`src/source/motor_settings.svh`:
```
`ifndef MOTOR_SETTINGS_SVH
`define MOTOR_SETTINGS_SVH

// step count, position and stroke width
`define STEP_W 16

// half-period in ticks, also table word width
`define SPEED_W 16

// ramp table address width
`define TABLE_AW 9

// microstep mode width
`define MS_W 3

// ticks of settling on direction reversal, 2 or more
`define REVERSE_DELAY 4

// 1 lets the zero sensor and stroke limit stop a move
`define USE_ZPD 1

`endif

```
`src/source/position_tracker.sv`:
```
`default_nettype none

`include "motor_settings.svh"

module position_tracker (
	input  wire                clk,
	input  wire                resetn,

	input  wire                i_drive,
	input  wire                i_dir,
	input  wire                i_zpd,
	input  wire  [`STEP_W-1:0] i_stroke,

	output logic               o_zpsign,
	output logic               o_tpsign,
	output logic               o_end_stop
);

	localparam bit USE_ZPD = (`USE_ZPD != 0);
	localparam logic [`STEP_W-1:0] HOME_POS = `STEP_W'(1);

	logic               drive_d1;
	logic               pulse_done;
	logic               at_end;
	logic               tp_flag;
	logic [`STEP_W-1:0] position;

	always_ff @(posedge clk) begin
		if (!resetn)
			drive_d1 <= 1'b0;
		else
			drive_d1 <= i_drive;
	end

	// falling edge of the step output
	assign pulse_done = drive_d1 && !i_drive;
	assign at_end     = (position == i_stroke);

	// forward counts up to the stroke, reverse down to home
	always_ff @(posedge clk) begin
		if (!resetn || i_zpd)
			position <= HOME_POS;
		else if (pulse_done) begin
			if (!i_dir) begin
				if (!at_end)
					position <= position + 1'b1;
			end else if (position > HOME_POS) begin
				position <= position - 1'b1;
			end
		end
	end

	always_ff @(posedge clk) begin
		if (!resetn)
			tp_flag <= 1'b0;
		else if (pulse_done)
			tp_flag <= at_end;
	end

	// only the limit in the direction of travel stops the move
	assign o_end_stop = USE_ZPD && ((tp_flag && !i_dir) || (i_zpd && i_dir));
	assign o_tpsign   = USE_ZPD && tp_flag;
	assign o_zpsign   = USE_ZPD && i_zpd;

endmodule

`default_nettype wire

```
`config.mk`:
```
export PLATFORM = sky130hd
export DESIGN_NAME = position_tracker
export DESIGN_NICKNAME = d
export VERILOG_FILES = /design/src/source/position_tracker.sv
export VERILOG_INCLUDE_DIRS = /design/src /design/src/source
export SDC_FILE = /design/constraint.sdc
export NUM_CORES = 1
export LEC_CHECK = 0
export BUFFER_PORTS_ARGS = -buffer_cell sky130_fd_sc_hd__buf_2
export CORE_ASPECT_RATIO = 0.75
export CORE_MARGIN = 10
export CORE_UTILIZATION = 30
export CTS_CLUSTER_SIZE = 8
export DETAILED_ROUTE_END_ITERATION = 8
export SLEW_MARGIN = 20
export SYNTH_ARGS = -nofsm -noshare
export SYNTH_HDL_FRONTEND = slang
export SYNTH_SLANG_ARGS = --single-unit
```
`constraint.sdc`:
```
create_clock -name clk -period 2.29 [get_ports clk]
set_clock_uncertainty 0.15 [all_clocks]
set_input_delay 0.3435 -clock clk [delete_from_list [all_inputs] [get_ports clk]]
set_output_delay 0.3435 -clock clk [all_outputs]
set_load 0.01 [all_outputs]
```
==> run summary <==
Status = finished, final reports clean
Top-area cell type share of the netlist area = 0.243
Synth area leader = dfxtp_1
Number of synthesized flops with an enable pin = 0
Main combinational cell family by area after synthesis = simple AND/OR/NAND/NOR gates
Ys async rst share = 0
Critical path data arrival time = 2.30 ns
TritonCTS Buffers = 3
Critical path type = reg -> reg
Placed Cells = 277
Largest net degree at the start of global routing = 21
Pwr Density = 353 nW/µm²
CTS sink cnt = 18
Post-synth cell types = 43
Max Clock Freq = 443 MHz
RSZ-0062 raised after global routing = true
Pre-antenna DRT Iters = 4
Sw Share = 0.238
Worst path required time = 2.33 ns
Leakage = 0.672 nW
Slew Limit Fails = 0
Post-Synth Simple-Gate Area = 0.294
Final Cycle Share = 0.986
Area grow syn2layout = 29.1%
Syn Nets = 204
Area contributors post-synth = dfxtp_1, mux2i_1, xnor2_1
Mapped Area = 1490 µm²
Actual slew at the worst max-slew pin = 0.600 ns
Hold depth = 2
Fin nets = 246
Routed wire per std cell = 14.0 µm
RePlAce Congestion = 0.933
Chip width = 101 µm
Cells after synthesis = 180
# diodes = 0
Initial antenna violation count = 0
Max cap viols = 0
Avg Vias per Cell = 5.15
CTS tree = yes
Fillers = 506
Non-filler cells, final = 281
Commonest cells post-synth = nand2_1, dfxtp_1, mux2i_1, xnor2_1, nand2b_1
Clock transition at the registers of the reported paths = 0.07 ns
Relative max-transition margin = 0.598
Max IR drop VDD = 0.170 mV
Min Tclk post-route = 2.26 ns
Number of port buffers = 23
Antenna-violating nets left = 0
DPL Wire Length = 3100 µm
Final Hold Violating Endpoints = 0
Internal Power = 0.516 mW
Combinational share of power = 0.138
Adder-cell share of the synthesized area = 0.0253
H-Tree Depth = 1
First-pass GRT wire length = 6560 µm
Post-CTS setup buffer count = 0
Synth warn = 0
Avg Synthesized Cell Area = 8.25 µm²
CP max FO = 5
Hold Crit Class = in -> reg
Chip height = 80.9 µm
FF+latch count, synth = 18
Seq pwr share = 0.466
Row Count = 22
# setup viols final = 0
CP Capture Type = flop
Core area = 4840 µm²
Complex-gate fraction of the synthesized area = 0.139
Clock root cell = clkbuf_8
Main synth FF type = dfxtp_1
Count leader, synth = nand2_1
Layout cell share with drive strength beyond 1 = 0.312
Starting density of the core = 0.307
XOR/XNOR Fraction of Synth Area = 0.100
Sequential element share of the synthesized area = 0.243
Drt first-iter violations = 67
Multiplexer area fraction after synthesis = 0.130
Die ar. = 8190 µm²
Switching Power = 0.161 mW
Via count = 1446
Wirelength, routed = 3920 µm
Worst-skew pair later-pin latency = 0.26 ns
CTS Buffer Depth = 2
Clock share of power = 0.397
Worst Setup Start Kind = flop
FF-to-FF path depth = 5
Layout Utilization = 0.396
DRC viols = 0
Total grt overflow = 0
Vias in the first global route = 1363
Gr usage total = 0.0973
IO Pins = 24
## power by group through the flow
stage	registers (mW)	clock network, mW	logic [mW]
2_1_floorplan	0.322	0	0.0537
3_3_place_gp	0.322	0	0.0918
3_5_place_dp	0.323	0	0.0930
4_1_cts	0.315	0.277	0.0933
5_1_grt	0.315	0.291	0.103
6_report	0.315	0.269	0.0932
## registers in the layout, indices dropped and copies added, names as in the netlist
| register | cells |
|---|---|
| position | 16 |
| drive_d1 | 1 |
| o_tpsign | 1 |
## final timing paths
| kind | startpoint | to | slack (ns) |
|---|---|---|---|
| worst max-delay path | position[5] | position[9] | 0.03 |
| worst min register to register | position[15] | position[15] | 0.36 |
| worst min-delay path | i_drive | drive_d1 | 0.14 |
| worst max register to register | position[5] | position[9] | 0.03 |
## through the flow
step                setup WS, ns  setup TNS (ns)  cell area, µm²  total power [mW]  hold slack [ns]
floorplan                -0.0752         -0.0752            1490             0.376            0.315
global placement         -0.0247         -0.0247            1850             0.414            0.335
detailed placement       -0.0729          -0.192            1850             0.415            0.346
CTS                      0.00253               0            1900             0.685            0.140
global route             -0.0598         -0.0598            1920             0.710            0.158
finish                    0.0311               0            1920             0.677            0.141
## repair_timing
item,4_1_cts,5_1_grt
gates resized for setup,0,2
hold endpoints to repair,0,0
endpoints found under the setup margin,0,1
hold buffers,0,0
## critical path: stages, from the launching register on
cell	delay, ns
dfxtp_1	0.31
or4_4	0.58
or3_4	0.36
or3_4	0.35
a221oi_4	0.24
mux2i_1	0.20
## cell families (layout without fill, tap and decap cells)
kind of cell	count (synthesis)	in the layout
xor gates and xnor gates	17	17
adders and majority gates	3	3
DFF	18	18
AOI/OAI and AO/OA	25	25
and+or+nand+nor	79	79
muxes	19	19
buffers and inverters	19	60
## routing by layer
| layer | share of wire | vias to the layer above | GRT usage |
|---|---|---|---|
| li1 | - | 726 | - |
| met1 | 0.47 | 654 | 0.136 |
| met2 | 0.43 | 58 | 0.137 |
| met3 | 0.084 | 8 | 0.0365 |
| met4 | 0.015 | 0 | 0.0222 |
| met5 | 0 | - | 0 |
## placed cells by master (no fill, tap or decap), drive strengths merged, types with 4 or more instances in the layout
| cell | synthesis | layout |
|---|---|---|
| buf | 10 | 53 |
| clkbuf | 6 | 4 |
| xnor2 | 16 | 16 |
| nand2b | 14 | 14 |
| dfxtp | 18 | 18 |
| nor3 | 6 | 6 |
| nor2 | 6 | 6 |
| a221oi | 4 | 4 |
| mux2i | 17 | 17 |
| nand2 | 24 | 24 |
| a211oi | 9 | 9 |
| nand4 | 9 | 9 |
## cell type report
| class | instances | area [µm²] | area share |
|---|---|---|---|
| Clock buffer | 4 | 55.1 | 0.0287 |
| Timing Repair Buffer | 53 | 365 | 0.191 |
| Inverter | 3 | 11.3 | 0.00587 |
| Sequential cell | 18 | 360 | 0.188 |
| Multi-Input combinational cell | 143 | 1050 | 0.548 |
| Tap cell | 60 | 75.1 | 0.0392 |
No activity file was read; power rests on OpenSTA's default activity.
