File: src/source/motor_settings.svh
`ifndef MOTOR_SETTINGS_SVH
`define MOTOR_SETTINGS_SVH

// step count, position and stroke width
`define STEP_W 16

// half-period in ticks, also table word width
`define SPEED_W 16

// ramp table address width
`define TABLE_AW 9

// microstep mode width
`define MS_W 3

// ticks of settling on direction reversal, 2 or more
`define REVERSE_DELAY 4

// 1 lets the zero sensor and stroke limit stop a move
`define USE_ZPD 1

`endif

File: src/source/speed_lookup_if.sv
`default_nettype none

`include "motor_settings.svh"

interface speed_lookup_if;

	// request side, req is a one-cycle strobe
	logic               req;
	logic [`STEP_W-1:0]  step_cnt;
	logic [`STEP_W-1:0]  step_remain;
	logic [`SPEED_W-1:0] speed_max;

	// result, held until the next request completes
	logic [`SPEED_W-1:0] speed_cur;

	modport requester (
		output req, step_cnt, step_remain, speed_max,
		input  speed_cur
	);

	modport server (
		input  req, step_cnt, step_remain, speed_max,
		output speed_cur
	);

endinterface

`default_nettype wire

File: src/source/ramp_lookup.sv
`default_nettype none

`include "motor_settings.svh"

module ramp_lookup (
	input  wire                  clk,

	input  wire  [`TABLE_AW-1:0] i_acce_max,
	input  wire  [`TABLE_AW-1:0] i_deac_max,

	speed_lookup_if.server       lookup,

	output logic                 o_rd_en,
	output logic [`TABLE_AW-1:0] o_acce_addr,
	output logic [`TABLE_AW-1:0] o_deac_addr,
	input  wire  [`SPEED_W-1:0]  i_acce_data,
	input  wire  [`SPEED_W-1:0]  i_deac_data
);

	localparam int PAD_W = `STEP_W - `TABLE_AW;

	// req delayed by 1 to 5 cycles
	logic [5:1]          req_sr;
	logic                acce_ing;
	logic                deac_ing;
	logic [`SPEED_W-1:0] speed_var;

	always_ff @(posedge clk) begin
		req_sr <= {req_sr[4:1], lookup.req};
	end

	// still inside the table, or clamp to its last entry
	always_ff @(posedge clk) begin
		if (lookup.req) begin
			acce_ing <= (lookup.step_cnt < {{PAD_W{1'b0}}, i_acce_max});
			deac_ing <= (lookup.step_remain < {{PAD_W{1'b0}}, i_deac_max});
		end
	end

	always_ff @(posedge clk) begin
		if (req_sr[1]) begin
			o_acce_addr <= acce_ing ? lookup.step_cnt[`TABLE_AW-1:0] : i_acce_max;
			o_deac_addr <= deac_ing ? lookup.step_remain[`TABLE_AW-1:0] : i_deac_max;
		end
	end

	assign o_rd_en = req_sr[2];

	// table data lands two cycles after the read
	always_ff @(posedge clk) begin
		if (req_sr[4])
			speed_var <= (i_acce_data > i_deac_data) ? i_acce_data : i_deac_data;
	end

	// longer period is slower, never beat the commanded speed
	always_ff @(posedge clk) begin
		if (req_sr[5])
			lookup.speed_cur <= (speed_var > lookup.speed_max) ? speed_var : lookup.speed_max;
	end

endmodule

`default_nettype wire

File: src/flat_wrapper.sv
// flat-port wrapper written by rule: the top's interface ports become plain ports
module ramp_lookup_flat 
  (clk, i_acce_max, i_deac_max, o_rd_en, o_acce_addr, o_deac_addr, i_acce_data, i_deac_data, lookup_req, lookup_step_cnt, lookup_step_remain, lookup_speed_max, lookup_speed_cur);
  speed_lookup_if lookup_i ();
  input  wire clk;
  input  wire  [`TABLE_AW-1:0] i_acce_max;
  input  wire  [`TABLE_AW-1:0] i_deac_max;
  output logic o_rd_en;
  output logic [`TABLE_AW-1:0] o_acce_addr;
  output logic [`TABLE_AW-1:0] o_deac_addr;
  input  wire  [`SPEED_W-1:0] i_acce_data;
  input  wire  [`SPEED_W-1:0] i_deac_data;
  input wire logic [$bits(lookup_i.req)-1:0] lookup_req;
  input wire logic [$bits(lookup_i.step_cnt)-1:0] lookup_step_cnt;
  input wire logic [$bits(lookup_i.step_remain)-1:0] lookup_step_remain;
  input wire logic [$bits(lookup_i.speed_max)-1:0] lookup_speed_max;
  output wire logic [$bits(lookup_i.speed_cur)-1:0] lookup_speed_cur;
  assign lookup_i.req = lookup_req;
  assign lookup_i.step_cnt = lookup_step_cnt;
  assign lookup_i.step_remain = lookup_step_remain;
  assign lookup_i.speed_max = lookup_speed_max;
  assign lookup_speed_cur = lookup_i.speed_cur;
  ramp_lookup u_core (.clk(clk), .i_acce_max(i_acce_max), .i_deac_max(i_deac_max), .lookup(lookup_i), .o_rd_en(o_rd_en), .o_acce_addr(o_acce_addr), .o_deac_addr(o_deac_addr), .i_acce_data(i_acce_data), .i_deac_data(i_deac_data));
endmodule
File: config.mk
export PLATFORM = sky130hd
export DESIGN_NAME = ramp_lookup_flat
export DESIGN_NICKNAME = d
export VERILOG_FILES = /design/src/source/speed_lookup_if.sv /design/src/source/ramp_lookup.sv /design/src/flat_wrapper.sv
export VERILOG_INCLUDE_DIRS = /design/src /design/src/source
export SDC_FILE = /design/constraint.sdc
export NUM_CORES = 1
export LEC_CHECK = 0
export BUFFER_PORTS_ARGS = -buffer_cell sky130_fd_sc_hd__buf_2
export CAP_MARGIN = 20
export CELL_PAD_IN_SITES_DETAIL_PLACEMENT = 0
export CELL_PAD_IN_SITES_GLOBAL_PLACEMENT = 1
export CORE_UTILIZATION = 39
export CTS_BUF_LIST = sky130_fd_sc_hd__clkbuf_16
export DETAILED_ROUTE_END_ITERATION = 8
export PLACE_DENSITY = 0.86
export SYNTH_ARGS = -nofsm -noshare
export SYNTH_HDL_FRONTEND = slang
export SYNTH_SLANG_ARGS = --single-unit
File: constraint.sdc
create_clock -name clk -period 2.6 [get_ports clk]
set_input_delay 0.52 -clock clk [delete_from_list [all_inputs] [get_ports clk]]
set_output_delay 0.52 -clock clk [all_outputs]
set_load 0.1 [all_outputs]
==> metrics.txt <==
Starting Density=0.4004; Tmin final=roughly 2.4 ns; Post-Synth XOR/XNOR Area=0; DR vias=roughly 3.6k; Synth Area in Compound Gates=0.2226; met1 usage=0.2361; routed wire length=roughly 9700 um; PortBufs=~130; FP Rows=37; Yosys cell types=39; TritonCTS clock tree=yes; antenna viol nets, final=0; initial drt markers=118; Leak Pwr=between 2 and 2.5 nW; H-tree Lvls=3; fin nets=675; area leader, netlist=edfxtp_1; maximum vdd drop=0.3215 mV; synth cell count leaders=52 x edfxtp_1, 48 x ha_1, 48 x inv_1; Synthesized Nets=about 540; Final Cycle Share=0.9244; # hold bufs at CTS=0; All-Layer GR Usage=0.1737; met3 Use GR=0.02870; Max Slew Vio Count=0; Hold Fails Final Rpt=0; Synth async-reset ratio=0; CTS max path bufs=2; CORE AREA=10280 um2; Synth Flop Type=edfxtp_1; #FFs+latches synth=between 50 and 60; Num CTS Buffers=9; Finished Layout Cells=around 670; Worst Path Arrival=around 2.4 ns; Placed Instances=between 600 and 700; PwrDens=603.2 nW/um2; initial antenna violation count=0; FILL cells=between 900 and 1k; largest net degree at the start of global routing=32; die area=10970 um2; Die Span Y=between 100 and 150 um; area share of and/or/nand/nor cells after synthesis=0.1478; clock sink count=57; adder-cell area share of the yosys netlist=0.1459; post-route setup slack=a little under 0.2 ns; WL per Instance=between 10 and 15 um; Max Cap Viol=0; Yosys warnings=0; status=finished clean; cts repair resizes=0; Setup TNS=0 ns; final hold slack=0.3234 ns; Mapped Cells=391; # IOs=about 140; DRC violations left=0; DRT Pass-1 Iters=4; sequential element share of the synthesized area=0.4038; first-pass GRT wire length=around 15000 um; skew final=0.008978 ns; Setup violations, final=0; share of cells above drive strength 1=0.3402; Synth Area per Inst=10.52 um2; met2 usage=0.2663; Critical Path End Type=flip-flop; Clock Root Buffer=clkbuf_16; Die W=about 100 um; Final GP Congestion=between 0.8 and 0.9; post-synth top area share=0.3794; Post-synth EDFFs=52; GRT Max-Usage Layer=met2; Achievable Freq=~0.42 GHz; RSZ-0062 raised after global routing=no; largest family of logic cells by synthesized area=compound AO/OA/AOI/OAI gates; GRT overflow=0; relative slew slack=0.4210; worst skew pair latency=~0.33 ns; crit path launch type=flip-flop; postcts setup bufs=0; mux cell area share after synthesis=0.005473; Data required, critical path=2.63 ns; hold crit path type=flip-flop to flip-flop; Mapped Area=4115 um2; CTS clk-pin slew, worst paths=approximately 0.050 ns; crit path kind=flip-flop to flip-flop; number of global-route vias before repair=3319; Critical Path Fanout Max=16; Worst Max-Slew Pin Slew=just under 0.9 ns; dominant cells by area after synthesis=edfxtp_1 38%, ha_1 15%, o311ai_0 6.8%, o221ai_1 6.4%, or4_1 5.5%; DP HPWL=around 7700 um; area delta synth->final=27.76%; dpl ws=-0.05948 ns; antenna diode count=0; Via density=approximately 5.5; count leader, synth=edfxtp_1
==> placed cells by master (no fill, tap or decap), types with 9 or more instances in the layout <==
cell and count:
buf_2 134, edfxtp_1 52, inv_1 50, ha_1 48, nand2_1 32, o311ai_0 32, or4_1 30, o221ai_1 30
o21ai_0 17, buf_4 17, a21oi_1 11, a21o_1 9, clkbuf_16 9
==> logic make-up (layout without fill, tap and decap cells) <==
| kind of cell | Yosys count | count (layout) |
|---|---|---|
| buffers and inverters | 75 | 216 |
| AOI/OAI and AO/OA | 114 | 114 |
| DFF | 57 | 57 |
| adders and majority gates | 48 | 48 |
| and+or+nand+nor | 95 | 95 |
| muxes | 2 | 2 |
==> state kept, by name, summed over array words and instances (netlist names) <==
register                 cells
u_core.req_sr                5
u_core.o_deac_addr           9
u_core.lookup.speed_cur     16
u_core.acce_ing              1
u_core.o_acce_addr           9
u_core.speed_var            16
u_core.deac_ing              1
==> report_power, final <==
group | switching [mW] | internal, mW
clock | 0.380 | 0.721
combinational | 0.635 | 0.276
sequential | 0.0482 | 1.11
==> worst max-delay path: stages (launching register included) <==
cell and delay (ns):
edfxtp_1 0.42, ha_1 0.34, a21oi_1 0.20, o21ai_2 0.08, or3_4 0.46, o311ai_0 0.41, o221ai_1 0.20
==> metal layers <==
metal / wire [um] / vias to the layer above
met2: 4495 / 114
met4: 181 / 0
met3: 528 / 16
met5: 0 / -
li1: - / 1851
met1: 4451 / 1667
==> area by class of cell <==
class | instances | area [um2] | share of cell area
Clock inverter | 7 | 55.05 | 0.01047
Inverter | 48 | 180.2 | 0.03427
Timing Repair Buffer | 152 | 818.3 | 0.1556
Sequential cell | 57 | 1662 | 0.3160
Tap cell | 136 | 170.2 | 0.03237
Clock buffer | 9 | 225.2 | 0.04284
Multi-Input combinational cell | 259 | 2147 | 0.4084
==> path summary, 6_finish.rpt <==
| path | from | end | slack, ns | cells past startpoint |
|---|---|---|---|---|
| setup / recovery | u_core.speed_var[13]$_DFFE_PP_ | u_core.lookup.speed_cur[10]$_DFFE_PP_ | 0.20 | 6 |
| hold / removal | u_core.req_sr[3]$_DFF_P_ | u_core.req_sr[4]$_DFF_P_ | 0.32 | 0 |
| setup reg to reg | u_core.speed_var[13]$_DFFE_PP_ | u_core.lookup.speed_cur[10]$_DFFE_PP_ | 0.20 | 6 |
| hold reg to reg | u_core.req_sr[3]$_DFF_P_ | u_core.req_sr[4]$_DFF_P_ | 0.32 | 0 |
==> stage by stage <==
stage / util / power, mW / cell area (um2)
after floorplan: - / 1.861 / 4115
after global placement: 0.4843 / 2.070 / 4977
after detailed placement: 0.4843 / 2.089 / 4977
after CTS: 0.5116 / 3.193 / 5258
after global routing: 0.5116 / 3.296 / 5258
final: 0.5116 / 3.171 / 5258
No activity file was read; power rests on OpenSTA's default activity.
