### config.mk
export PLATFORM = sky130hd
export DESIGN_NAME = step_sequencer_flat
export DESIGN_NICKNAME = d
export VERILOG_FILES = /design/src/source/motor_pkg.sv /design/src/source/speed_lookup_if.sv /design/src/source/step_sequencer.sv /design/src/flat_wrapper.sv
export VERILOG_INCLUDE_DIRS = /design/src /design/src/source
export SDC_FILE = /design/constraint.sdc
export NUM_CORES = 1
export LEC_CHECK = 0
export ABC_AREA = 1
export ABC_CLOCK_PERIOD_IN_PS = 6200
export BUFFER_PORTS_ARGS = -buffer_cell sky130_fd_sc_hd__buf_4
export CELL_PAD_IN_SITES_DETAIL_PLACEMENT = 0
export CELL_PAD_IN_SITES_GLOBAL_PLACEMENT = 1
export CORE_MARGIN = 10
export CORE_UTILIZATION = 41
export DETAILED_ROUTE_END_ITERATION = 8
export PLACE_DENSITY_LB_ADDON = 0.1
export RECOVER_POWER = 25
export SYNTH_ARGS = -nofsm -noshare
export SYNTH_HDL_FRONTEND = slang
export SYNTH_SLANG_ARGS = --single-unit
### constraint.sdc
create_clock -name clk -period 6.2 [get_ports clk]
set_input_delay 0.93 -clock clk [delete_from_list [all_inputs] [get_ports clk]]
set_output_delay 0.93 -clock clk [all_outputs]
set_load 0.05 [all_outputs]
### src/source/motor_settings.svh
`ifndef MOTOR_SETTINGS_SVH
`define MOTOR_SETTINGS_SVH

// step count, position and stroke width
`define STEP_W 16

// half-period in ticks, also table word width
`define SPEED_W 16

// ramp table address width
`define TABLE_AW 9

// microstep mode width
`define MS_W 3

// ticks of settling on direction reversal, 2 or more
`define REVERSE_DELAY 4

// 1 lets the zero sensor and stroke limit stop a move
`define USE_ZPD 1

`endif

### src/source/motor_pkg.sv
`default_nettype none

package motor_pkg;

	// axis state, bit 1 set whenever the axis is busy
	typedef enum logic [1:0] {
		ST_IDLE    = 2'b00,
		ST_SETTLE  = 2'b10,
		ST_RUNNING = 2'b11
	} seq_state_t;

	// which ramp table a write goes to
	typedef enum logic {
		TBL_ACCE = 1'b0,
		TBL_DEAC = 1'b1
	} table_sel_t;

endpackage

`default_nettype wire

### src/source/speed_lookup_if.sv
`default_nettype none

`include "motor_settings.svh"

interface speed_lookup_if;

	// request side, req is a one-cycle strobe
	logic               req;
	logic [`STEP_W-1:0]  step_cnt;
	logic [`STEP_W-1:0]  step_remain;
	logic [`SPEED_W-1:0] speed_max;

	// result, held until the next request completes
	logic [`SPEED_W-1:0] speed_cur;

	modport requester (
		output req, step_cnt, step_remain, speed_max,
		input  speed_cur
	);

	modport server (
		input  req, step_cnt, step_remain, speed_max,
		output speed_cur
	);

endinterface

`default_nettype wire

### src/source/step_sequencer.sv
`default_nettype none

`include "motor_settings.svh"

module step_sequencer (
	input  wire                 clk,
	input  wire                 resetn,

	input  wire                 i_tick,
	input  wire                 i_start,
	input  wire                 i_stop,
	input  wire  [`STEP_W-1:0]  i_step,
	input  wire  [`SPEED_W-1:0] i_speed,
	input  wire                 i_dir,
	input  wire  [`MS_W-1:0]    i_ms,
	input  wire                 i_end_stop,

	speed_lookup_if.requester   lookup,

	output logic                o_drive,
	output logic                o_dir,
	output logic [`MS_W-1:0]    o_ms,
	output logic                o_state
);

	localparam int DLY_W = (`REVERSE_DELAY > 2) ? $clog2(`REVERSE_DELAY) : 1;
	localparam logic [DLY_W-1:0] DLY_LAST = DLY_W'(`REVERSE_DELAY - 2);

	motor_pkg::seq_state_t state;

	logic                start_d1;
	logic                start_pend;
	logic                stop_d1;
	logic                stop_pend;
	logic                start_go;
	logic                is_idle;
	logic                cnt_zero;
	logic                finish;
	logic                req;
	logic                step_done;
	logic [DLY_W-1:0]    dly_cnt;
	logic [`SPEED_W-1:0] speed_cnt;
	logic [`SPEED_W-1:0] speed_max_q;
	logic [`STEP_W-1:0]  step_cnt;
	logic [`STEP_W-1:0]  step_remain;
	logic [`MS_W-1:0]    ms_q;

	assign is_idle  = (state == motor_pkg::ST_IDLE);
	assign cnt_zero = (speed_cnt == '0);
	assign start_go = i_tick && start_pend && is_idle;
	// last half period over with no toggle left
	assign finish   = step_done && cnt_zero;

	// rising edges, held until a tick takes them
	always_ff @(posedge clk) begin
		if (!resetn) begin
			start_d1   <= 1'b0;
			start_pend <= 1'b0;
		end else begin
			start_d1 <= i_start;
			if (start_pend) begin
				if (i_tick)
					start_pend <= 1'b0;
			end else if (i_start && !start_d1 && is_idle) begin
				start_pend <= 1'b1;
			end
		end
	end

	always_ff @(posedge clk) begin
		if (!resetn) begin
			stop_d1   <= 1'b0;
			stop_pend <= 1'b0;
		end else begin
			stop_d1 <= i_stop;
			if (stop_pend) begin
				if (i_tick)
					stop_pend <= 1'b0;
			end else if (i_stop && !stop_d1 && !is_idle) begin
				stop_pend <= 1'b1;
			end
		end
	end

	// command latch
	always_ff @(posedge clk) begin
		if (start_go) begin
			speed_max_q <= i_speed;
			ms_q        <= i_ms;
		end
	end

	// stored direction, compared on the next start
	always_ff @(posedge clk) begin
		if (!resetn)
			o_dir <= 1'b0;
		else if (start_go)
			o_dir <= i_dir;
	end

	always_ff @(posedge clk) begin
		if (!resetn) begin
			state <= motor_pkg::ST_IDLE;
		end else if (i_tick) begin
			case (state)
				motor_pkg::ST_IDLE: begin
					if (start_pend)
						state <= (o_dir == i_dir) ? motor_pkg::ST_RUNNING
						                          : motor_pkg::ST_SETTLE;
				end
				motor_pkg::ST_SETTLE: begin
					if (stop_pend)
						state <= motor_pkg::ST_IDLE;
					else if (dly_cnt == DLY_LAST)
						state <= motor_pkg::ST_RUNNING;
				end
				motor_pkg::ST_RUNNING: begin
					if (stop_pend || finish || i_end_stop)
						state <= motor_pkg::ST_IDLE;
				end
				default: state <= motor_pkg::ST_IDLE;
			endcase
		end
	end

	// settling ticks
	always_ff @(posedge clk) begin
		if (!resetn)
			dly_cnt <= '0;
		else if (i_tick) begin
			if (is_idle)
				dly_cnt <= '0;
			else if (state == motor_pkg::ST_SETTLE)
				dly_cnt <= dly_cnt + 1'b1;
		end
	end

	// one lookup per start and per completed pulse
	always_ff @(posedge clk) begin
		if (!resetn)
			req <= 1'b0;
		else if (req)
			req <= 1'b0;
		else if (i_tick) begin
			case (state)
				motor_pkg::ST_IDLE:    req <= start_pend;
				motor_pkg::ST_RUNNING: req <= cnt_zero && o_drive;
				default:               req <= 1'b0;
			endcase
		end
	end

	always_ff @(posedge clk) begin
		if (!resetn) begin
			step_cnt    <= '0;
			step_remain <= '0;
		end else if (i_tick) begin
			if (start_go) begin
				step_cnt    <= '0;
				step_remain <= i_step - 1'b1;
			end else if (state == motor_pkg::ST_RUNNING && cnt_zero && o_drive) begin
				step_cnt    <= step_cnt + 1'b1;
				step_remain <= step_remain - 1'b1;
			end
		end
	end

	// set on the falling edge of the last pulse
	always_ff @(posedge clk) begin
		if (!resetn)
			step_done <= 1'b0;
		else if (i_tick) begin
			if (state != motor_pkg::ST_RUNNING)
				step_done <= 1'b0;
			else if (o_drive && cnt_zero && step_remain == '0)
				step_done <= 1'b1;
		end
	end

	// half-period counter and step output
	always_ff @(posedge clk) begin
		if (!resetn) begin
			speed_cnt <= '0;
			o_drive   <= 1'b0;
		end else if (i_tick) begin
			case (state)
				motor_pkg::ST_RUNNING: begin
					speed_cnt <= cnt_zero ? lookup.speed_cur : speed_cnt - 1'b1;
					if (cnt_zero && !step_done)
						o_drive <= !o_drive;
				end
				motor_pkg::ST_SETTLE: begin
					o_drive <= 1'b0;
				end
				default: begin
					speed_cnt <= '0;
					o_drive   <= 1'b0;
				end
			endcase
		end
	end

	assign lookup.req         = req;
	assign lookup.step_cnt    = step_cnt;
	assign lookup.step_remain = step_remain;
	assign lookup.speed_max   = speed_max_q;

	assign o_ms    = ms_q;
	assign o_state = !is_idle;

endmodule

`default_nettype wire

### src/flat_wrapper.sv
// flat-port wrapper written by rule: the top's interface ports become plain ports
module step_sequencer_flat 
  (clk, resetn, i_tick, i_start, i_stop, i_step, i_speed, i_dir, i_ms, i_end_stop, o_drive, o_dir, o_ms, o_state, lookup_req, lookup_step_cnt, lookup_step_remain, lookup_speed_max, lookup_speed_cur);
  speed_lookup_if lookup_i ();
  input  wire clk;
  input  wire resetn;
  input  wire i_tick;
  input  wire i_start;
  input  wire i_stop;
  input  wire  [`STEP_W-1:0] i_step;
  input  wire  [`SPEED_W-1:0] i_speed;
  input  wire i_dir;
  input  wire  [`MS_W-1:0] i_ms;
  input  wire i_end_stop;
  output logic o_drive;
  output logic o_dir;
  output logic [`MS_W-1:0] o_ms;
  output logic o_state;
  output wire logic [$bits(lookup_i.req)-1:0] lookup_req;
  output wire logic [$bits(lookup_i.step_cnt)-1:0] lookup_step_cnt;
  output wire logic [$bits(lookup_i.step_remain)-1:0] lookup_step_remain;
  output wire logic [$bits(lookup_i.speed_max)-1:0] lookup_speed_max;
  input wire logic [$bits(lookup_i.speed_cur)-1:0] lookup_speed_cur;
  assign lookup_req = lookup_i.req;
  assign lookup_step_cnt = lookup_i.step_cnt;
  assign lookup_step_remain = lookup_i.step_remain;
  assign lookup_speed_max = lookup_i.speed_max;
  assign lookup_i.speed_cur = lookup_speed_cur;
  step_sequencer u_core (.clk(clk), .resetn(resetn), .i_tick(i_tick), .i_start(i_start), .i_stop(i_stop), .i_step(i_step), .i_speed(i_speed), .i_dir(i_dir), .i_ms(i_ms), .i_end_stop(i_end_stop), .lookup(lookup_i), .o_drive(o_drive), .o_dir(o_dir), .o_ms(o_ms), .o_state(o_state));
endmodule
==> results of run 1 <==
[per-stage QoR]
stage,hold WS [ps],setup slack [ps],utilization [%],total power (µW),instance area (µm²)
2_1_floorplan,443,3970,-,918,4820
3_3_place_gp,455,3050,49.3,1020,5650
3_5_place_dp,460,2970,49.3,1030,5650
4_1_cts,469,3000,51.8,1560,5940
5_1_grt,500,2710,51.2,1640,5880
6_report,470,3000,51.2,1540,5880
[power by group through the flow]
stage | registers, µW | logic [µW] | clock network, µW
floorplan | 636 | 282 | 0
global placement | 587 | 438 | 0
detailed placement | 588 | 441 | 0
CTS | 576 | 443 | 545
global route | 579 | 485 | 571
finish | 576 | 434 | 532
[worst max-delay path, cell delays in order (launching register included)]
cell and delay [ps]:
dfxtp_1 320, inv_1 80, ha_1 730, nand3_4 530, nand2_2 790, inv_2 340, a21oi_1 220, nor2_1 60
[state kept, by name (all words and copies together) (netlist names), 2 cells and up]
signal	flops
u_core.lookup.step_cnt	16
u_core.o_ms	3
u_core.dly_cnt	2
u_core.state	2
u_core.lookup.speed_max	16
u_core.speed_cnt	16
u_core.lookup.step_remain	16
[final timing paths]
kind | startpoint | endpoint | slack (ps) | depth (start not counted)
setup / recovery | u_core.state[0] | u_core.lookup.step_remain[6] | 3000 | 7
hold / removal | u_core.dly_cnt[1] | u_core.dly_cnt[1] | 470 | 2
hold reg to reg | u_core.dly_cnt[1] | u_core.dly_cnt[1] | 470 | 2
setup reg to reg | u_core.state[0] | u_core.lookup.step_remain[6] | 3000 | 7
[Yosys cell counts]
cell type and count:
edfxtp_1 19, nor2_4 5, nand2_2 12, clkbuf_1 6, nor4_2 1, nand3b_1 5
o211ai_1 8, xnor2_1 3, dfxtp_1 60, a21oi_1 47, nor2_8 1, or2_2 5
nor2_1 61, buf_4 8, nand3_1 46, nor3_2 1, nand4_1 29, nor2_2 7
inv_1 83, nor3b_1 1, o21ai_0 29, a211oi_1 2, nor4_1 1, nor3_4 1
o21ai_1 5, nand2_1 187, o21bai_1 5, xor2_1 11, buf_6 7, nor3_1 10
nand2_4 4, buf_2 4, ha_1 8, nand3_4 2, inv_2 4, buf_8 1
[kinds of logic (layout without fill, tap and decap cells)]
group	after synthesis	count (layout)	synth area share (%)
xor gates and xnor gates	14	14	2.54
DFF	79	79	36.7
adders and majority gates	8	8	2.07
AOI/OAI and AO/OA	96	96	10.7
buffers and inverters	113	215	10.8
and+or+nand+nor	379	379	37.1
[final cells by class]
class | instances | area [µm²] | area share [%]
clock buffer | 10 | 229 | 3.90
clock inverter | 6 | 62.6 | 1.06
inverter | 87 | 327 | 5.56
multi-input combinational | 497 | 2530 | 43.1
sequential | 79 | 1770 | 30.2
tap | 143 | 179 | 3.05
timing repair buffer | 112 | 777 | 13.2
[metal layers]
| metal | vias to the layer above | GRT usage, % |
|---|---|---|
| met3 | 12 | 4.76 |
| met1 | 2154 | 22.5 |
| met4 | 0 | 5.17 |
| met5 | - | 0 |
| met2 | 143 | 27.1 |
| li1 | 2434 | - |
==> flow_summary.json, run 1 <==
{
  "diodes": 0,
  "htreeDepth": 3,
  "syn_nets": 755,
  "routed.top_layer": "met4",
  "antenna_found_initial": 0,
  "cts_tree": "built",
  "arrival_ps": 3440,
  "initial_core_util_pct": 42.1,
  "grtUsageTotal_pct": 17.2,
  "synthCells": 689,
  "setup_violations": 0,
  "grt_pass1_wl_mm": 23.3,
  "drt-pass1-iter-count": 7,
  "cts.path.max_buffers": 2,
  "p_leak_uw": 0.00273,
  "io_buffers": 112,
  "wl_met2_mm": 6.39,
  "die_area_mm2": 0.0165,
  "cts_root_buf": "clkbuf_16",
  "seqPwrFrac_pct": 37.3,
  "overflow": 0,
  "powerDensity_mw_per_mm2": 263,
  "cp-end-kind": "flop",
  "fp.dieH_um": 128,
  "ys_seq_area_share_pct": 36.7,
  "synth_top_area_cell": "dfxtp_1",
  "finClkSkew_ps": 4.35,
  "final_layout_size_suffix_gt1_share_pct": 19.1,
  "hold_viol": 0,
  "hold_class": "flop to flop",
  "io_pins": 113,
  "core_area_mm2": 0.0115,
  "via_per_inst": 5.08,
  "outcome": "finished clean",
  "timing_worst_slew_pin_value_ps": 1320,
  "cts_inserted_buffers": 9,
  "p_comb_share_pct": 28.2,
  "ctsResizeCount": 0,
  "clk_pin_slew_worst_paths_ps": 60,
  "grt_pass1_vias": 4641,
  "vdd_drop_max_mv": 0.193,
  "wl_met1_mm": 6.59,
  "start_kind": "flop",
  "synth_area_leaders": "dfxtp_1 (25%), nand2_1 (15%), edfxtp_1 (12%), inv_1 (6.5%), a21oi_1 (4.9%)",
  "worst-path-max-fanout": 42,
  "syn_avg_cell_area_um2": 7.00,
  "drc_errors": 0,
  "synthDistinctLibCells": 36,
  "rsz0062_at_grt": "no",
  "final_cells": 934,
  "wl_met3_um": 972,
  "synth_top_area_share_pct": 24.9,
  "p_int_uw": 1000,
  "switching_share_pct": 35.1,
  "routed_wl_mm": 14.1,
  "finalCriticalPeriod_ps": 3200,
  "ant_nets": 0,
  "max_freq_mhz": 312,
  "nFillCells": 1139,
  "slew_headroom_pct": 12.2,
  "cp.required_ps": 6430,
  "clock_latency_ps": 340,
  "drtIter0Drc": 329,
  "syn_area_mm2": 0.00482,
  "clkPwrFrac_pct": 34.5,
  "drv_slew": 0,
  "ys_warn_count": 0,
  "layout_commonest_cell": "nand2_1",
  "fin_setup_tns_ps": 0,
  "clkSinkCount": 79,
  "final_cell_mix": "nand2_1 (187), inv_1 (84), buf_4 (76)",
  "die_w_um": 128,
  "nets": 852,
  "path_class": "flop to flop",
  "area_growth_pct": 21.8,
  "grt_max_degree": 43,
  "wl_per_cell_um": 15.1,
  "cts_setup_buffers": 0,
  "min_period_over_period_pct": 51.7,
  "synth_seq_cells": 79,
  "rows": 39,
  "placed_cells": 918,
  "drv_cap": 0,
  "vias": 4743,
  "p_switching_uw": 542,
  "dp_hpwl_mm": 10.2,
  "gp_congestion": 0.852,
  "hold_buffers": 0
}
(Power assumes the default switching activity.)
==> run 2, diff against run 1 <==
--- a/config.mk
+++ b/config.mk
@@ -7,12 +7,12 @@
 export NUM_CORES = 1
 export LEC_CHECK = 0
 export ABC_AREA = 1
-export ABC_CLOCK_PERIOD_IN_PS = 6200
+export ABC_CLOCK_PERIOD_IN_PS = 2900
 export BUFFER_PORTS_ARGS = -buffer_cell sky130_fd_sc_hd__buf_4
 export CELL_PAD_IN_SITES_DETAIL_PLACEMENT = 0
 export CELL_PAD_IN_SITES_GLOBAL_PLACEMENT = 1
 export CORE_MARGIN = 10
-export CORE_UTILIZATION = 41
+export CORE_UTILIZATION = 35
 export DETAILED_ROUTE_END_ITERATION = 8
 export PLACE_DENSITY_LB_ADDON = 0.1
 export RECOVER_POWER = 25
==> constraint.sdc (replaced) <==
create_clock -name clk -period 2.9 [get_ports clk]
set_input_delay 0.435 -clock clk [delete_from_list [all_inputs] [get_ports clk]]
set_output_delay 0.435 -clock clk [all_outputs]
set_load 0.05 [all_outputs]
==> run 2 against run 1 <==
Net effect: clock skew rose by 2.2 ps; count of clock-buffer cells in the layout unchanged; design area rose by 1.5%; first-iteration DRC count is 11% lower; fmax grew 34%; die area rose by 14%; via count is 0.13% higher; worst hold slack got worse by 190 ps; combinational power increased by 120%; non-clock buffer count is 6 higher; largest cell class unchanged; highest routed layer unchanged.
==> flow_summary.json, run 2 (same netlist as run 1, synthesis figures left out) <==
{
  "outcome": "finished clean",
  "cts_tree": "built",
  "holdWs_ps": 284,
  "die_area_mm2": 0.0189,
  "hold_buffers": 0,
  "cp-end-kind": "flop",
  "area_growth_pct": 23.6,
  "p_total_uw": 3340,
  "hold_viol": 0,
  "rsz0062_at_grt": "no",
  "htreeDepth": 3,
  "cts_inserted_buffers": 9,
  "worst-path-max-fanout": 18,
  "grtUsageTotal_pct": 15.6,
  "arrival_ps": 2640,
  "timing_worst_slew_pin_value_ps": 1010,
  "layout_commonest_cell": "nand2_1",
  "grt_max_degree": 38,
  "clkPwrFrac_pct": 34.6,
  "drc_errors": 0,
  "path_class": "flop to flop",
  "drv_slew": 0,
  "cts_setup_buffers": 0,
  "grt_pass1_wl_mm": 23.7,
  "fin_setup_tns_ps": 0,
  "grt_pass1_vias": 4750,
  "dpl_cell_area_mm2": 0.00573,
  "io_pins": 113,
  "die_w_um": 137,
  "p_switching_uw": 1180,
  "final_layout_size_suffix_gt1_share_pct": 19.7,
  "min_period_over_period_pct": 82.4,
  "start_kind": "flop",
  "overflow": 0,
  "finClkSkew_ps": 6.52,
  "p_int_uw": 2160,
  "clock_latency_ps": 340,
  "initial_core_util_pct": 36.1,
  "clk_pin_slew_worst_paths_ps": 60,
  "drtIter0Drc": 292,
  "ctsResizeCount": 0,
  "rows": 42,
  "cts.path.max_buffers": 2,
  "ant_nets": 0,
  "finalCriticalPeriod_ps": 2390,
  "wl_per_cell_um": 15.2,
  "fp.dieH_um": 137,
  "r2r-start": "u_core.state[0]",
  "routed_wl_mm": 14.8,
  "worstHoldStart": "i_stop",
  "clkSinkCount": 79,
  "powerDensity_mw_per_mm2": 560,
  "cts_root_buf": "clkbuf_16",
  "setup_violations": 0,
  "drv_cap": 0,
  "diodes": 0,
  "hold_class": "primary input to flop",
  "gp_congestion": 0.852,
  "cp.required_ps": 3150,
  "dp_hpwl_mm": 11.3,
  "slew_headroom_pct": 32.4,
  "p_comb_share_pct": 28.8,
  "drt-pass1-iter-count": 4,
  "antenna_found_initial": 0,
  "fin_area_mm2": 0.00596,
  "via_per_inst": 4.88,
  "switching_share_pct": 35.3,
  "io_buffers": 112,
  "vdd_drop_max_mv": 0.250,
  "max_freq_mhz": 419,
  "core_area_mm2": 0.0133,
  "seqPwrFrac_pct": 36.7,
  "nets": 858,
  "startpoint": "u_core.state[0]",
  "vias": 4749,
  "p_leak_uw": 0.00277,
  "final_cell_mix": "nand2_1 (187), inv_1 (83), buf_4 (81)"
}
==> run 2: changes by cell type in the layout (fill, tap and decap cells not counted), sizes merged <==
cell	delta
buf	+5
inv	+2
clkbuf	+1
clkinv	-1
clkinvlp	-1
==> run 2: worst max-delay path, cell delays in order (launching register included) <==
cell,delay [ps]
dfxtp_1,320
inv_1,90
ha_1,290
buf_4,270
nand4_1,110
nand2_1,150
ha_1,190
nand3_1,170
nor2_2,320
nand3_1,120
nand2_1,80
nand3_1,60
nand2_1,70
inv_1,40
==> run 2: metrics by stage <==
step           setup slack (ps)  std cells  util, %
3_5_place_dp                518        957     43.0
3_3_place_gp                560        957     43.0
4_1_cts                     519        973     45.2
6_report                    511        973     44.7
5_1_grt                     235        973     44.7
2_1_floorplan               883        689        -
==> run 2: worst paths after layout <==
path	end	slack, ps	cells after the start
setup / recovery	u_core.lookup.step_remain[10]	510	13
hold / removal	u_core.stop_d1	280	3
setup reg to reg	u_core.lookup.step_remain[10]	510	13
hold reg to reg	u_core.lookup.req	430	1
==> run 2: cell type report <==
type	instances	area [µm²]
fill	1465	7380
multi-input combinational	497	2530
sequential	79	1770
timing repair buffer	118	818
inverter	87	327
clock buffer	10	229
tap	176	220
clock inverter	6	67.6
==> run 2: power groups by stage <==
stage                     logic, µW  registers, µW  clock network (µW)
after global routing           1070           1230                1240
after CTS                       980           1220                1190
final                           959           1220                1150
after global placement          970           1250                   0
after floorplan                 603           1360                   0
after detailed placement        976           1250                   0
==> run 2: layer usage <==
layer	track usage, %	share of wire (%)	vias to the layer above
met2	25.4	47	134
met5	0	0	-
li1	-	-	2441
met1	19.4	44	2162
met4	4.98	1.3	0
met3	4.26	7.3	12
==> run 3, diff against run 2 <==
--- a/config.mk
+++ b/config.mk
@@ -7,12 +7,12 @@
 export NUM_CORES = 1
 export LEC_CHECK = 0
 export ABC_AREA = 1
-export ABC_CLOCK_PERIOD_IN_PS = 2900
+export ABC_CLOCK_PERIOD_IN_PS = 2400
 export BUFFER_PORTS_ARGS = -buffer_cell sky130_fd_sc_hd__buf_4
 export CELL_PAD_IN_SITES_DETAIL_PLACEMENT = 0
 export CELL_PAD_IN_SITES_GLOBAL_PLACEMENT = 1
 export CORE_MARGIN = 10
-export CORE_UTILIZATION = 35
+export CORE_UTILIZATION = 38
 export DETAILED_ROUTE_END_ITERATION = 8
 export PLACE_DENSITY_LB_ADDON = 0.1
 export RECOVER_POWER = 25
==> constraint.sdc (replaced) <==
create_clock -name clk -period 2.4 [get_ports clk]
set_input_delay 0.36 -clock clk [delete_from_list [all_inputs] [get_ports clk]]
set_output_delay 0.36 -clock clk [all_outputs]
set_load 0.05 [all_outputs]
==> run 3 against run 2 <==
Net effect: global-route usage rose by 0.54 points; wire length fell by 4.4%; sequential cell count did not move; critical path depth rose by 1; clock skew fell by 0.77 ps; fmax rose by 15%; design area rose by 0.94%.
==> flow_summary.json, run 3 (same netlist as run 1, synthesis figures left out) <==
{
  "hold_buffers": 0,
  "clkSinkCount": 79,
  "finalCriticalPeriod_ps": 2070,
  "io_pins": 113,
  "fin_area_mm2": 0.00602,
  "reg2reg_slack_ps": 330,
  "cts_tree": "built",
  "p_leak_uw": 0.00280,
  "die_area_mm2": 0.0176,
  "io_buffers": 112,
  "dpl_cell_area_mm2": 0.00577,
  "drt-pass1-iter-count": 4,
  "r2r_end": "u_core.lookup.step_remain[14]",
  "clock_latency_ps": 350,
  "grt_pass1_wl_mm": 23.5,
  "area_growth_pct": 24.8,
  "die_w_um": 133,
  "antenna_found_initial": 0,
  "rows": 41,
  "routed_wl_mm": 14.1,
  "timing_worst_slew_pin_value_ps": 995,
  "cts_setup_buffers": 0,
  "dp_hpwl_mm": 10.6,
  "finClkSkew_ps": 5.75,
  "max_freq_mhz": 483,
  "setup_violations": 0,
  "globalRouteMet3Util_pct": 3.75,
  "gp_congestion": 0.823,
  "via_per_inst": 4.82,
  "path_class": "flop to flop",
  "htreeDepth": 3,
  "arrival_ps": 2320,
  "diodes": 0,
  "drv_slew": 0,
  "final_cell_mix": "nand2_1 (187), inv_1 (83), buf_4 (82)",
  "use_met2_pct": 26.1,
  "min_period_over_period_pct": 86.3,
  "cp-end-kind": "flop",
  "wl_per_cell_um": 14.6,
  "overflow": 0,
  "nets": 860,
  "rsz0062_at_grt": "no",
  "core_area_mm2": 0.0125,
  "vias": 4679,
  "met1_usage_pct": 20.6,
  "layout_commonest_cell": "nand2_1",
  "hold_viol": 0,
  "hold_class": "primary input to flop",
  "initial_core_util_pct": 38.5,
  "min_to": "u_core.start_d1",
  "slew_headroom_pct": 33.6,
  "cts_inserted_buffers": 9,
  "cts_root_buf": "clkbuf_16",
  "drv_cap": 0,
  "final_layout_size_suffix_gt1_share_pct": 20.4,
  "fin_setup_tns_ps": 0,
  "clk_pin_slew_worst_paths_ps": 60,
  "cp.required_ps": 2650,
  "r2r-start": "u_core.state[0]",
  "powerDensity_mw_per_mm2": 675,
  "ant_nets": 0,
  "reg2reg_depth": 14,
  "cts.path.max_buffers": 2,
  "worstHoldStart": "i_start",
  "fp.dieH_um": 133,
  "whs_path_depth": 3,
  "grt_max_degree": 38,
  "grtUsageTotal_pct": 16.1,
  "grt_pass1_vias": 4629,
  "worst-path-max-fanout": 9,
  "outcome": "finished clean",
  "drtIter0Drc": 388,
  "grt_busiest_layer": "met2",
  "drc_errors": 0,
  "vdd_drop_max_mv": 0.397,
  "start_kind": "flop"
}
run 3: changes by cell type in the layout (fill, tap and decap cells not counted):
cell	previous run	this run
buf_12	0	2
buf_4	81	82
clkbuf_1	19	17
clkinv_1	1	0
clkinv_4	1	3
ha_1	8	7
ha_2	0	1
nor2_2	7	6
nor2_4	5	6
run 3: layout make-up:
cell class / count / area (µm²)
tap: 172 / 215
multi-input combinational: 497 / 2540
timing repair buffer: 120 / 862
clock inverter: 7 / 81.3
sequential: 79 / 1770
inverter: 87 / 327
clock buffer: 9 / 225
fill: 1310 / 6500
run 3: power breakdown:
part           internal (µW)  switching (µW)  total [µW]
combinational            384             786        1170
sequential              1430            50.7        1480
clock                    818             595        1410
run 3: worst max path at each step:
| stage | from | end | cells past startpoint |
|---|---|---|---|
| after floorplan | u_core.state[0] | u_core.state[0] | 10 |
| after global placement | u_core.state[0] | u_core.lookup.step_remain[10] | 14 |
| after detailed placement | u_core.state[0] | u_core.lookup.step_remain[12] | 14 |
| after CTS | u_core.state[0] | u_core.lookup.step_remain[10] | 14 |
| after global routing | u_core.state[0] | u_core.lookup.step_remain[9] | 14 |
| final | u_core.state[0] | u_core.lookup.step_remain[14] | 14 |
run 3: repair_timing:
action                                  CTS  global route
endpoints found under the setup margin    0             3
gates resized for setup                   0             2
endpoints found under the hold margin     0             0
run 3: through the flow:
stage          utilization [%]  instances  hold slack (ps)  power (µW)  setup slack (ps)
3_5_place_dp              46.1        955              431        2690               192
2_1_floorplan                -        689              443        2370               383
5_1_grt                   48.1        971              202        4300              86.6
4_1_cts                   48.5        971              175        4120               179
3_3_place_gp              46.1        955              427        2680               279
6_report                  48.1        971              202        4060               329
run 3: worst max-delay path: stages (launching register included):
cell     delay, ps
dfxtp_1        320
inv_1           80
ha_2           300
nand2_4        100
nor2_8         100
buf_4          210
nand2_1         70
nand2_1        140
nand2_2        100
nor3_2         250
nand2_1         80
nand2_1         60
nand3_1         60
nand2_1         60
inv_1           40
run 3: layer usage:
layer | vias up | part of all wire, %
met5 | - | 0
met4 | 0 | 1.3
met3 | 13 | 4.7
met2 | 103 | 45
met1 | 2110 | 49
li1 | 2453 | -
